<file path="config.mk">
export PLATFORM = sky130hd
export DESIGN_NAME = pipeline
export DESIGN_NICKNAME = d
export VERILOG_FILES = /design/src/rtl/x86_decode_pkg.sv /design/src/rtl/decode_if.sv /design/src/rtl/addr_gen.sv /design/src/rtl/operand_decode.sv /design/src/rtl/pipeline.sv /design/src/rtl/predecode.sv /design/src/rtl/register_file.sv
export SDC_FILE = /design/constraint.sdc
export NUM_CORES = 2
export LEC_CHECK = 0
export ABC_AREA = 1
export ABC_CLOCK_PERIOD_IN_PS = 3350
export BUFFER_PORTS_ARGS = -buffer_cell sky130_fd_sc_hd__clkbuf_2
export CORE_AREA = 3 3 282 340
export CTS_CLUSTER_SIZE = 25
export DETAILED_ROUTE_END_ITERATION = 7
export DIE_AREA = 0 0 285 343
export SETUP_SLACK_MARGIN = 0.5
export SLEW_MARGIN = 40
export SYNTH_ARGS = -nofsm -noshare
export SYNTH_HDL_FRONTEND = slang
export SYNTH_SLANG_ARGS = --single-unit
</file>
<file path="constraint.sdc">
create_clock -name CLK -period 3.35 [get_ports CLK]
set_input_delay 0.1675 -clock CLK [delete_from_list [all_inputs] [get_ports CLK]]
set_output_delay 0.1675 -clock CLK [all_outputs]
set_load 0.05 [all_outputs]
</file>
<file path="src/rtl/x86_decode_pkg.sv">
package x86_decode_pkg;

   // Byte 0 of the fetch window sits in the top bits
   typedef logic [127:0] ir_t;
   typedef logic [31:0]  word_t;
   typedef logic [2:0]   reg_id_t;
   typedef logic [3:0]   ilen_t;
   typedef logic [7:0]   opcode_t;

   localparam opcode_t OP_ADD_RM_R    = 8'h01;
   localparam opcode_t OP_ADD_R_RM    = 8'h03;
   localparam opcode_t OP_MOV_RM_R    = 8'h89;
   localparam opcode_t OP_MOV_R_RM    = 8'h8B;
   localparam opcode_t OP_GRP1_IMM    = 8'h81;
   localparam opcode_t OP_ADD_EAX_IMM = 8'h05;

   // Operand size override shrinks imm32 to imm16
   localparam opcode_t PFX_OPSIZE     = 8'h66;

   // ModRM addressing class named by displacement size
   typedef enum logic [1:0] {
      MK_REG        = 2'd0,
      MK_MEM_NODISP = 2'd1,
      MK_MEM_DISP8  = 2'd2,
      MK_MEM_DISP32 = 2'd3
   } modrm_kind_e;

   // Byte idx of the window counted from the first fetched byte
   function automatic logic [7:0] ir_byte(input ir_t w, input ilen_t idx);
      return w[(15 - idx) * 8 +: 8];
   endfunction

endpackage

</file>
<file path="src/rtl/decode_if.sv">
`timescale 1ns/1ps

// Predecode to operand decode
interface decode_if import x86_decode_pkg::*; ();
   logic        valid;
   ir_t         ir;
   word_t       eip;
   opcode_t     opcode;
   logic        illegal;
   logic        opsize_ovr;
   ilen_t       length;
   logic [7:0]  modrm;
   logic [7:0]  sib;
   logic        sib_present;
   modrm_kind_e modrm_kind;
   ilen_t       disp_start;
   ilen_t       imm_start;
   logic        imm_present;
   // Immediate size in bytes
   ilen_t       imm_size;

   modport producer (
      output valid, ir, eip, opcode, illegal, opsize_ovr, length,
      output modrm, sib, sib_present, modrm_kind, disp_start, imm_start,
      output imm_present, imm_size
   );

   modport consumer (
      input valid, ir, eip, opcode, illegal, opsize_ovr, length,
      input modrm, sib, sib_present, modrm_kind, disp_start, imm_start,
      input imm_present, imm_size
   );
endinterface

// Operand decode to address generation
interface operand_if import x86_decode_pkg::*; ();
   logic       valid;
   logic       illegal;
   opcode_t    opcode;
   ilen_t      length;
   word_t      eip;
   word_t      val_a;
   word_t      val_b;
   word_t      base_val;
   logic       base_en;
   word_t      index_val;
   logic       index_en;
   logic [1:0] scale;
   word_t      disp;
   logic       mem_op;
   logic       mem_wr;
   reg_id_t    dr;

   modport producer (
      output valid, illegal, opcode, length, eip, val_a, val_b,
      output base_val, base_en, index_val, index_en, scale, disp,
      output mem_op, mem_wr, dr
   );

   modport consumer (
      input valid, illegal, opcode, length, eip, val_a, val_b,
      input base_val, base_en, index_val, index_en, scale, disp,
      input mem_op, mem_wr, dr
   );
endinterface

</file>
<file path="src/rtl/addr_gen.sv">
`timescale 1ns/1ps

module addr_gen import x86_decode_pkg::*; (
   input  logic        CLK,
   input  logic        rst_n,
   operand_if.consumer o,
   output logic        out_valid,
   output logic        out_illegal,
   output opcode_t     out_opcode,
   output ilen_t       out_length,
   output word_t       out_next_eip,
   output word_t       out_a,
   output word_t       out_b,
   output logic        out_mem_rd,
   output logic        out_mem_wr,
   output word_t       out_mem_addr,
   output reg_id_t     out_dr
);

   word_t base_term;
   word_t index_term;
   word_t ea;
   logic  mem_req;

   assign base_term  = o.base_en ? o.base_val : '0;
   assign index_term = o.index_en ? (o.index_val << o.scale) : '0;
   // Wraps at 2^32
   assign ea         = base_term + index_term + o.disp;

   assign mem_req = o.valid && o.mem_op;

   always_ff @(posedge CLK) begin
      if (!rst_n) begin
         out_valid    <= 1'b0;
         out_mem_rd   <= 1'b0;
         out_mem_wr   <= 1'b0;
         out_mem_addr <= '0;
      end else begin
         out_valid    <= o.valid;
         // A plain store to memory needs no read of the old value
         out_mem_rd   <= mem_req && (o.opcode != OP_MOV_RM_R);
         out_mem_wr   <= mem_req && o.mem_wr;
         out_mem_addr <= mem_req ? ea : '0;
      end
   end

   always_ff @(posedge CLK) begin
      out_illegal  <= o.illegal;
      out_opcode   <= o.opcode;
      out_length   <= o.length;
      out_next_eip <= o.eip + word_t'(o.length);
      out_a        <= o.val_a;
      out_b        <= o.val_b;
      out_dr       <= o.dr;
   end

endmodule

</file>
<file path="src/rtl/operand_decode.sv">
`timescale 1ns/1ps

module operand_decode import x86_decode_pkg::*; (
   input  logic        CLK,
   input  logic        rst_n,
   decode_if.consumer  d,
   operand_if.producer o,
   output reg_id_t     rd_id_a,
   output reg_id_t     rd_id_b,
   output reg_id_t     rd_id_c,
   output reg_id_t     rd_id_d,
   input  word_t       rd_data_a,
   input  word_t       rd_data_b,
   input  word_t       rd_data_c,
   input  word_t       rd_data_d
);

   // Little-endian word starting at byte s
   function automatic word_t le_word(input ir_t w, input ilen_t s);
      return {ir_byte(w, s + 4'd3), ir_byte(w, s + 4'd2),
              ir_byte(w, s + 4'd1), ir_byte(w, s)};
   endfunction

   logic [1:0] mod_f;
   reg_id_t    reg_f;
   reg_id_t    rm_f;
   reg_id_t    sib_base;
   reg_id_t    sib_idx;
   logic       is_eax_imm;
   logic [7:0] disp8;
   word_t      disp_w;
   word_t      imm_raw;
   logic       imm_hi;
   word_t      imm_w;
   logic       mem_form;
   logic       no_base;
   logic       base_en;
   logic       index_en;
   logic       mem_wr;
   reg_id_t    dr;
   word_t      val_b;

   assign mod_f      = d.modrm[7:6];
   assign reg_f      = d.modrm[5:3];
   assign rm_f       = d.modrm[2:0];
   assign sib_base   = d.sib[2:0];
   assign sib_idx    = d.sib[5:3];
   assign is_eax_imm = (d.opcode == OP_ADD_EAX_IMM);

   assign disp8 = ir_byte(d.ir, d.disp_start);

   always_comb begin
      case (d.modrm_kind)
         MK_MEM_DISP8:  disp_w = {{24{disp8[7]}}, disp8};
         MK_MEM_DISP32: disp_w = le_word(d.ir, d.disp_start);
         default:       disp_w = '0;
      endcase
   end

   // imm16 is zero-extended
   assign imm_raw = le_word(d.ir, d.imm_start);
   assign imm_hi  = (d.imm_size == 4'd4) && !d.opsize_ovr;
   assign imm_w   = imm_hi ? imm_raw : {16'h0, imm_raw[15:0]};

   assign mem_form = !d.illegal && (d.modrm_kind != MK_REG);

   // mod 00 with rm or SIB base 101 has only a disp32
   assign no_base  = (mod_f == 2'b00) &&
                     (d.sib_present ? (sib_base == 3'b101) : (rm_f == 3'b101));
   assign base_en  = mem_form && !no_base;
   assign index_en = mem_form && d.sib_present && (sib_idx != 3'b100);

   assign rd_id_a = is_eax_imm ? 3'd0 : reg_f;
   assign rd_id_b = rm_f;
   assign rd_id_c = d.sib_present ? sib_base : rm_f;
   assign rd_id_d = sib_idx;

   always_comb begin
      if (d.imm_present) begin
         val_b = imm_w;
      end else if ((mod_f == 2'b11) && !is_eax_imm) begin
         val_b = rd_data_b;
      end else begin
         val_b = '0;
      end
   end

   always_comb begin
      mem_wr = 1'b0;
      dr     = 3'd0;
      case (d.opcode)
         OP_ADD_R_RM,
         OP_MOV_R_RM: dr = reg_f;
         OP_ADD_RM_R,
         OP_MOV_RM_R,
         OP_GRP1_IMM: begin
            dr     = rm_f;
            mem_wr = mem_form;
         end
         default: dr = 3'd0;
      endcase
   end

   always_ff @(posedge CLK) begin
      if (!rst_n) begin
         o.valid <= 1'b0;
      end else begin
         o.valid <= d.valid;
      end
   end

   always_ff @(posedge CLK) begin
      o.illegal   <= d.illegal;
      o.opcode    <= d.opcode;
      o.length    <= d.length;
      o.eip       <= d.eip;
      o.val_a     <= rd_data_a;
      o.val_b     <= val_b;
      o.base_val  <= rd_data_c;
      o.base_en   <= base_en;
      o.index_val <= rd_data_d;
      o.index_en  <= index_en;
      o.scale     <= d.sib[7:6];
      o.disp      <= disp_w;
      o.mem_op    <= mem_form;
      o.mem_wr    <= mem_wr;
      o.dr        <= dr;
   end

endmodule

</file>
<file path="src/rtl/pipeline.sv">
`timescale 1ns/1ps

module pipeline import x86_decode_pkg::*; #(
   parameter int NUM_GPR = 8
) (
   input  logic    CLK,
   input  logic    rst_n,
   input  logic    ir_valid,
   input  ir_t     ir,
   input  word_t   ir_eip,
   input  logic    gpr_we,
   input  reg_id_t gpr_wr_id,
   input  word_t   gpr_din,
   output logic    out_valid,
   output logic    out_illegal,
   output opcode_t out_opcode,
   output ilen_t   out_length,
   output word_t   out_next_eip,
   output word_t   out_a,
   output word_t   out_b,
   output logic    out_mem_rd,
   output logic    out_mem_wr,
   output word_t   out_mem_addr,
   output reg_id_t out_dr
);

   decode_if  dec_bus ();
   operand_if opnd_bus ();

   reg_id_t rd_id_a;
   reg_id_t rd_id_b;
   reg_id_t rd_id_c;
   reg_id_t rd_id_d;
   word_t   rd_data_a;
   word_t   rd_data_b;
   word_t   rd_data_c;
   word_t   rd_data_d;

   predecode u_predecode (
      .CLK      (CLK),
      .rst_n    (rst_n),
      .ir_valid (ir_valid),
      .ir       (ir),
      .ir_eip   (ir_eip),
      .d        (dec_bus)
   );

   // Register reads happen in the operand decode cycle
   operand_decode u_operand_decode (
      .CLK       (CLK),
      .rst_n     (rst_n),
      .d         (dec_bus),
      .o         (opnd_bus),
      .rd_id_a   (rd_id_a),
      .rd_id_b   (rd_id_b),
      .rd_id_c   (rd_id_c),
      .rd_id_d   (rd_id_d),
      .rd_data_a (rd_data_a),
      .rd_data_b (rd_data_b),
      .rd_data_c (rd_data_c),
      .rd_data_d (rd_data_d)
   );

   register_file #(
      .NUM_GPR (NUM_GPR)
   ) u_register_file (
      .CLK       (CLK),
      .rst_n     (rst_n),
      .rd_id_a   (rd_id_a),
      .rd_data_a (rd_data_a),
      .rd_id_b   (rd_id_b),
      .rd_data_b (rd_data_b),
      .rd_id_c   (rd_id_c),
      .rd_data_c (rd_data_c),
      .rd_id_d   (rd_id_d),
      .rd_data_d (rd_data_d),
      .we        (gpr_we),
      .wr_id     (gpr_wr_id),
      .din       (gpr_din)
   );

   addr_gen u_addr_gen (
      .CLK          (CLK),
      .rst_n        (rst_n),
      .o            (opnd_bus),
      .out_valid    (out_valid),
      .out_illegal  (out_illegal),
      .out_opcode   (out_opcode),
      .out_length   (out_length),
      .out_next_eip (out_next_eip),
      .out_a        (out_a),
      .out_b        (out_b),
      .out_mem_rd   (out_mem_rd),
      .out_mem_wr   (out_mem_wr),
      .out_mem_addr (out_mem_addr),
      .out_dr       (out_dr)
   );

endmodule

</file>
<file path="src/rtl/predecode.sv">
`timescale 1ns/1ps

module predecode import x86_decode_pkg::*; (
   input  logic       CLK,
   input  logic       rst_n,
   input  logic       ir_valid,
   input  ir_t        ir,
   input  word_t      ir_eip,
   decode_if.producer d
);

   logic        pfx;
   ilen_t       op_pos;
   opcode_t     opc;
   logic [7:0]  modrm;
   logic [7:0]  sib;
   logic        known;
   logic        has_modrm;
   logic        sib_pres;
   modrm_kind_e kind;
   ilen_t       disp_bytes;
   logic        imm_pres;
   ilen_t       imm_bytes;
   ilen_t       disp_start;
   ilen_t       imm_start;
   ilen_t       len;

   // Only one prefix byte can precede the opcode
   assign pfx    = (ir_byte(ir, 4'd0) == PFX_OPSIZE);
   assign op_pos = pfx ? 4'd1 : 4'd0;
   assign opc    = ir_byte(ir, op_pos);
   assign modrm  = ir_byte(ir, op_pos + 4'd1);
   assign sib    = ir_byte(ir, op_pos + 4'd2);

   always_comb begin
      case (opc)
         OP_ADD_RM_R,
         OP_ADD_R_RM,
         OP_MOV_RM_R,
         OP_MOV_R_RM,
         OP_GRP1_IMM,
         OP_ADD_EAX_IMM: known = 1'b1;
         default:        known = 1'b0;
      endcase
   end

   // 05 id carries its operand implicitly in EAX
   assign has_modrm = known && (opc != OP_ADD_EAX_IMM);
   assign sib_pres  = has_modrm && (modrm[7:6] != 2'b11) && (modrm[2:0] == 3'b100);

   always_comb begin
      if (!has_modrm) begin
         kind = MK_REG;
      end else begin
         case (modrm[7:6])
            2'b00: begin
               // Absolute disp32 either direct or through a SIB with no base
               if ((modrm[2:0] == 3'b101) || (sib_pres && (sib[2:0] == 3'b101))) begin
                  kind = MK_MEM_DISP32;
               end else begin
                  kind = MK_MEM_NODISP;
               end
            end
            2'b01:   kind = MK_MEM_DISP8;
            2'b10:   kind = MK_MEM_DISP32;
            default: kind = MK_REG;
         endcase
      end
   end

   always_comb begin
      case (kind)
         MK_MEM_DISP8:  disp_bytes = 4'd1;
         MK_MEM_DISP32: disp_bytes = 4'd4;
         default:       disp_bytes = 4'd0;
      endcase
   end

   assign imm_pres  = known && ((opc == OP_GRP1_IMM) || (opc == OP_ADD_EAX_IMM));
   assign imm_bytes = pfx ? 4'd2 : 4'd4;

   // Field offsets inside the window
   assign disp_start = op_pos + 4'd1 + ilen_t'(has_modrm) + ilen_t'(sib_pres);
   assign imm_start  = disp_start + disp_bytes;

   // Unknown opcodes consume the prefix and the opcode byte only
   assign len = known ? (imm_start + (imm_pres ? imm_bytes : 4'd0)) : (op_pos + 4'd1);

   always_ff @(posedge CLK) begin
      if (!rst_n) begin
         d.valid <= 1'b0;
      end else begin
         d.valid <= ir_valid;
      end
   end

   always_ff @(posedge CLK) begin
      d.ir          <= ir;
      d.eip         <= ir_eip;
      d.opcode      <= opc;
      d.illegal     <= !known;
      d.opsize_ovr  <= pfx;
      d.length      <= len;
      d.modrm       <= modrm;
      d.sib         <= sib;
      d.sib_present <= sib_pres;
      d.modrm_kind  <= kind;
      d.disp_start  <= disp_start;
      d.imm_start   <= imm_start;
      d.imm_present <= imm_pres;
      d.imm_size    <= imm_bytes;
   end

endmodule

</file>
<file path="src/rtl/register_file.sv">
`timescale 1ns/1ps

module register_file import x86_decode_pkg::*; #(
   parameter int NUM_GPR = 8
) (
   input  logic    CLK,
   input  logic    rst_n,
   input  reg_id_t rd_id_a,
   output word_t   rd_data_a,
   input  reg_id_t rd_id_b,
   output word_t   rd_data_b,
   input  reg_id_t rd_id_c,
   output word_t   rd_data_c,
   input  reg_id_t rd_id_d,
   output word_t   rd_data_d,
   input  logic    we,
   input  reg_id_t wr_id,
   input  word_t   din
);

   word_t gpr [NUM_GPR];

   // Write lands on the edge with no bypass to the read ports
   always_ff @(posedge CLK) begin
      if (!rst_n) begin
         for (int i = 0; i < NUM_GPR; i++) begin
            gpr[i] <= '0;
         end
      end else if (we) begin
         gpr[wr_id] <= din;
      end
   end

   // Asynchronous reads
   assign rd_data_a = gpr[rd_id_a];
   assign rd_data_b = gpr[rd_id_b];
   assign rd_data_c = gpr[rd_id_c];
   assign rd_data_d = gpr[rd_id_d];

endmodule

</file>
==> impl_summary.txt <==
----------------------------------------------------
[Detailed routing]
  TritonRoute pass-1 iters ... 8
  Remaining antenna violation count after routing ... 0
  Via/cell ratio ... 5.84
  Total wirelength of the detailed-routed design ... 175 mm
  Iteration-0 DRC Markers ... 4648
  DRC violation count after routing ... 2
  Number of vias after detailed routing ... 41700
  Wire length per cell ... 24.5 µm

[Synth]
  Number of synthesis warnings ... 0
  Number of different library cells in the post-synthesis netlist ... 62
  Most common flop cell mapped by yosys ... dfxtp_1
  Synth Area per Inst ... 7.78 µm²
  Number of synthesized flops with an enable pin ... 256
  Part of the Yosys area used for sequential elements ... 45.5%
  Synthesized netlist net count ... 5644
  Post-synth design cell area ... 41700 µm²
  Async SR Flop Fraction ... 0%
  #FFs+latches synth ... 821
  Cell count after synthesis ... 5360

[Clock tree]
  CTS root buf ... clkbuf_16
  CTS Buf Count ... 84
  Clock Sinks ... 821
  Worst-Skew Late Latency ... 0.67 ns
  Largest buffer count on any clock path ... 3
  Maximum level of the CTS H-tree ... 3
  CTS tree ... built
  Clock transition at path regs ... 0.07 ns

[Pwr]
  Relative contribution of combinational cells to total power ... 14.6%
  Power per cell area ... 484 nW/µm²
  Cell internal pwr ... 17.7 mW
  Sw Pwr ... 7.01 mW
  Total power ... 24.7 mW
  Cell leakage power ... 22.3 nW
  Largest voltage drop on the vdd net ... 0.000443 V
  Sequential share of power ... 45.9%
  Clock share of power ... 39.5%
  Net Sw Frac ... 28.3%

[Cells and area]
  End-of-flow core utilization ... 54.7%
  Largest registers ... u_register_file.gpr x256, u_predecode.d.ir x128
  # nets final ... 6110
  Area Growth Syn to Fin ... 22.4%
  Commonest non-fill, non-tap cell in the layout ... nand2_1
  Share of cells above drive strength 1 ... 15.2%
  Register ranked first by flip-flop count ... u_register_file.gpr
  Max FFs per register ... 256
  Commonest non-fill, non-tap cells in the layout ... nand2_1 (1035), o21ai_0 (694), dfxtp_1 (555)

[Floorplan]
  Number of top-level pins ... 346
  Starting density of the core ... 44.7%
  Die Span X ... 285 µm
  Count of standard-cell rows ... 123
  Area enclosed by the die boundary ... 97800 µm²
  Die Y ... 343 µm
  Placeable Area ... 93300 µm²

[Placement]
  Count of input and output buffers ... 345
  Placer's final routability congestion estimate ... 1.01
  HPWL after detailed placement ... 119 mm
  Setup slack at placement ... 0.0151 ns

[Critical path]
  Worst Path Required ... 3.92 ns
  Type of element launching the critical path ... flip-flop
  Worst Path Class, Setup ... flip-flop to flip-flop
  Data arrival, critical path ... 3.60 ns
  Worst setup slack for register-to-register paths ... 0.32 ns
  Crit Path Max Fanout ... 9
  Crit path capture type ... flip-flop

[Timing]
  Post-layout min period ... 3.03 ns
  Tcrit/Tclk final ... 90.6%
  Worst slew margin relative to its limit ... 42.2%
  Max Transition Viols Final ... 0
  RSZ-0062 raised after global routing ... yes
  Pin slew with the least headroom to its limit ... 0.857 ns
  Worst Skew ... 0.0267 ns
  Setup ws final ... 0.316 ns
  Final hold violation count ... 0
  Number of setup violations in the final report ... 0
  Post-route worst hold slack ... 0.0219 ns
  Total negative slack ... 0 ns
  Fmax achieved ... 330 MHz

[GRT]
  Final global-route overflow total ... 0
  Initial antenna violation count ... 5
  Global-route wire length before repair ... 253 mm
  Vias in the first global route ... 39000
  Pin count of the biggest net entering global routing ... 158
  Total global-route track usage ... 34.5%

[Run status]
  Run status ... finished with violations
  Violated checks ... DRC

[Min path]
  Worst min path class ... input port to flip-flop

[Run]
  Max-capacitance violation count ... 0

----------------------------------------------------
[Yosys cell counts (59+ instances only)]
cell type	instances	share of area, %
mux2i_1	59	1.4
dfxtp_1	565	27
inv_1	447	4.0
nand2_1	1051	9.5
nor2_1	439	4.0
a21oi_1	433	5.2
buf_2	65	0.78
clkbuf_1	252	2.3
o21ai_0	708	8.5
a31oi_1	71	1.1
o211ai_1	205	3.7
edfxtp_1	256	18
nand3_1	300	3.6
[metrics by stage]
| stage | cells | instance area, µm² |
|---|---|---|
| 2_1_floorplan | 5360 | 41900 |
| 3_3_place_gp | 6759 | 45100 |
| 3_5_place_dp | 6759 | 45100 |
| 4_1_cts | 7116 | 50500 |
| 5_1_grt | 7141 | 51000 |
| 6_report | 7145 | 51100 |
[cells by family (layout without fill, tap and decap cells)]
| family | after synthesis | in the layout | share of synthesized area, % |
|---|---|---|---|
| AOI/OAI and AO/OA | 1635 | 1635 | 22.4 |
| xor gates and xnor gates | 39 | 39 | 0.855 |
| adders and majority gates | 85 | 85 | 3.18 |
| buffers and inverters | 837 | 1368 | 8.02 |
| DFF | 821 | 821 | 45.5 |
| muxes | 59 | 59 | 1.42 |
| other | 0 | 4 | 0 |
| and+or+nand+nor | 1884 | 1884 | 18.6 |
[power by group through the flow]
stage | registers [mW] | clock network, mW | logic [mW]
5_1_grt | 11.4 | 10.3 | 3.87
4_1_cts | 11.3 | 9.90 | 3.48
2_1_floorplan | 11.7 | 0 | 1.79
3_5_place_dp | 11.5 | 0 | 3.24
3_3_place_gp | 11.5 | 0 | 3.22
6_report | 11.3 | 9.78 | 3.60
[final timing paths]
kind	startpoint	to	depth (start not counted)
worst max-delay path	u_operand_decode.o.scale[0]$_DFF_P_	u_addr_gen.out_mem_addr[31]$_SDFF_PN0_	14
worst min register to register	u_operand_decode.o.val_a[15]$_DFF_P_	u_addr_gen.out_a[15]$_DFF_P_	0
worst min-delay path	ir[117]	u_predecode.d.modrm[5]$_DFF_P_	4
worst max register to register	u_operand_decode.o.scale[0]$_DFF_P_	u_addr_gen.out_mem_addr[31]$_SDFF_PN0_	14
[routing by layer]
layer  share of wire [%]  up-vias  routed length, µm  track usage (%)
li1                    -    19200                  -                -
met2                  47     2447              81800             57.8
met3                 9.2      534              16200             6.37
met5               0.016        -                 28                0
met1                  37    19500              65300             41.6
met4                 6.7        4              11700             20.1
[critical path, cell delays in order, from the launching register on]
cell,delay (ns)
dfxtp_4,0.43
buf_12,0.17
mux2i_4,0.27
o32ai_2,0.12
fa_1,0.52
inv_1,0.07
fa_2,0.43
nor3_4,0.19
nor2_1,0.09
inv_1,0.11
nand2_1,0.08
nand2_2,0.09
nand4_1,0.11
a21oi_1,0.17
nor2_1,0.06
[layout make-up]
cell class              count  area, µm²
diodes                      4       10.0
multi-input cells        3702      20100
fillers                  8683      42200
clock buffers             109       2280
inverters                 472       1820
flip-flops and latches    821      19000
well taps                1250       1560
clock inverters            42        544
repair buffers            745       5670
[repair_timing]
action | in CTS | in global routing
endpoints found under the hold margin | 420 | 12
gates cloned | 3 | 1
pin swaps | 11 | 36
buffers inserted | 6 | 11
hold buffers | 197 | 13
endpoints found under the setup margin | 26 | 57
gates resized for setup | 109 | 90
Power figures use the tool's default switching activity.
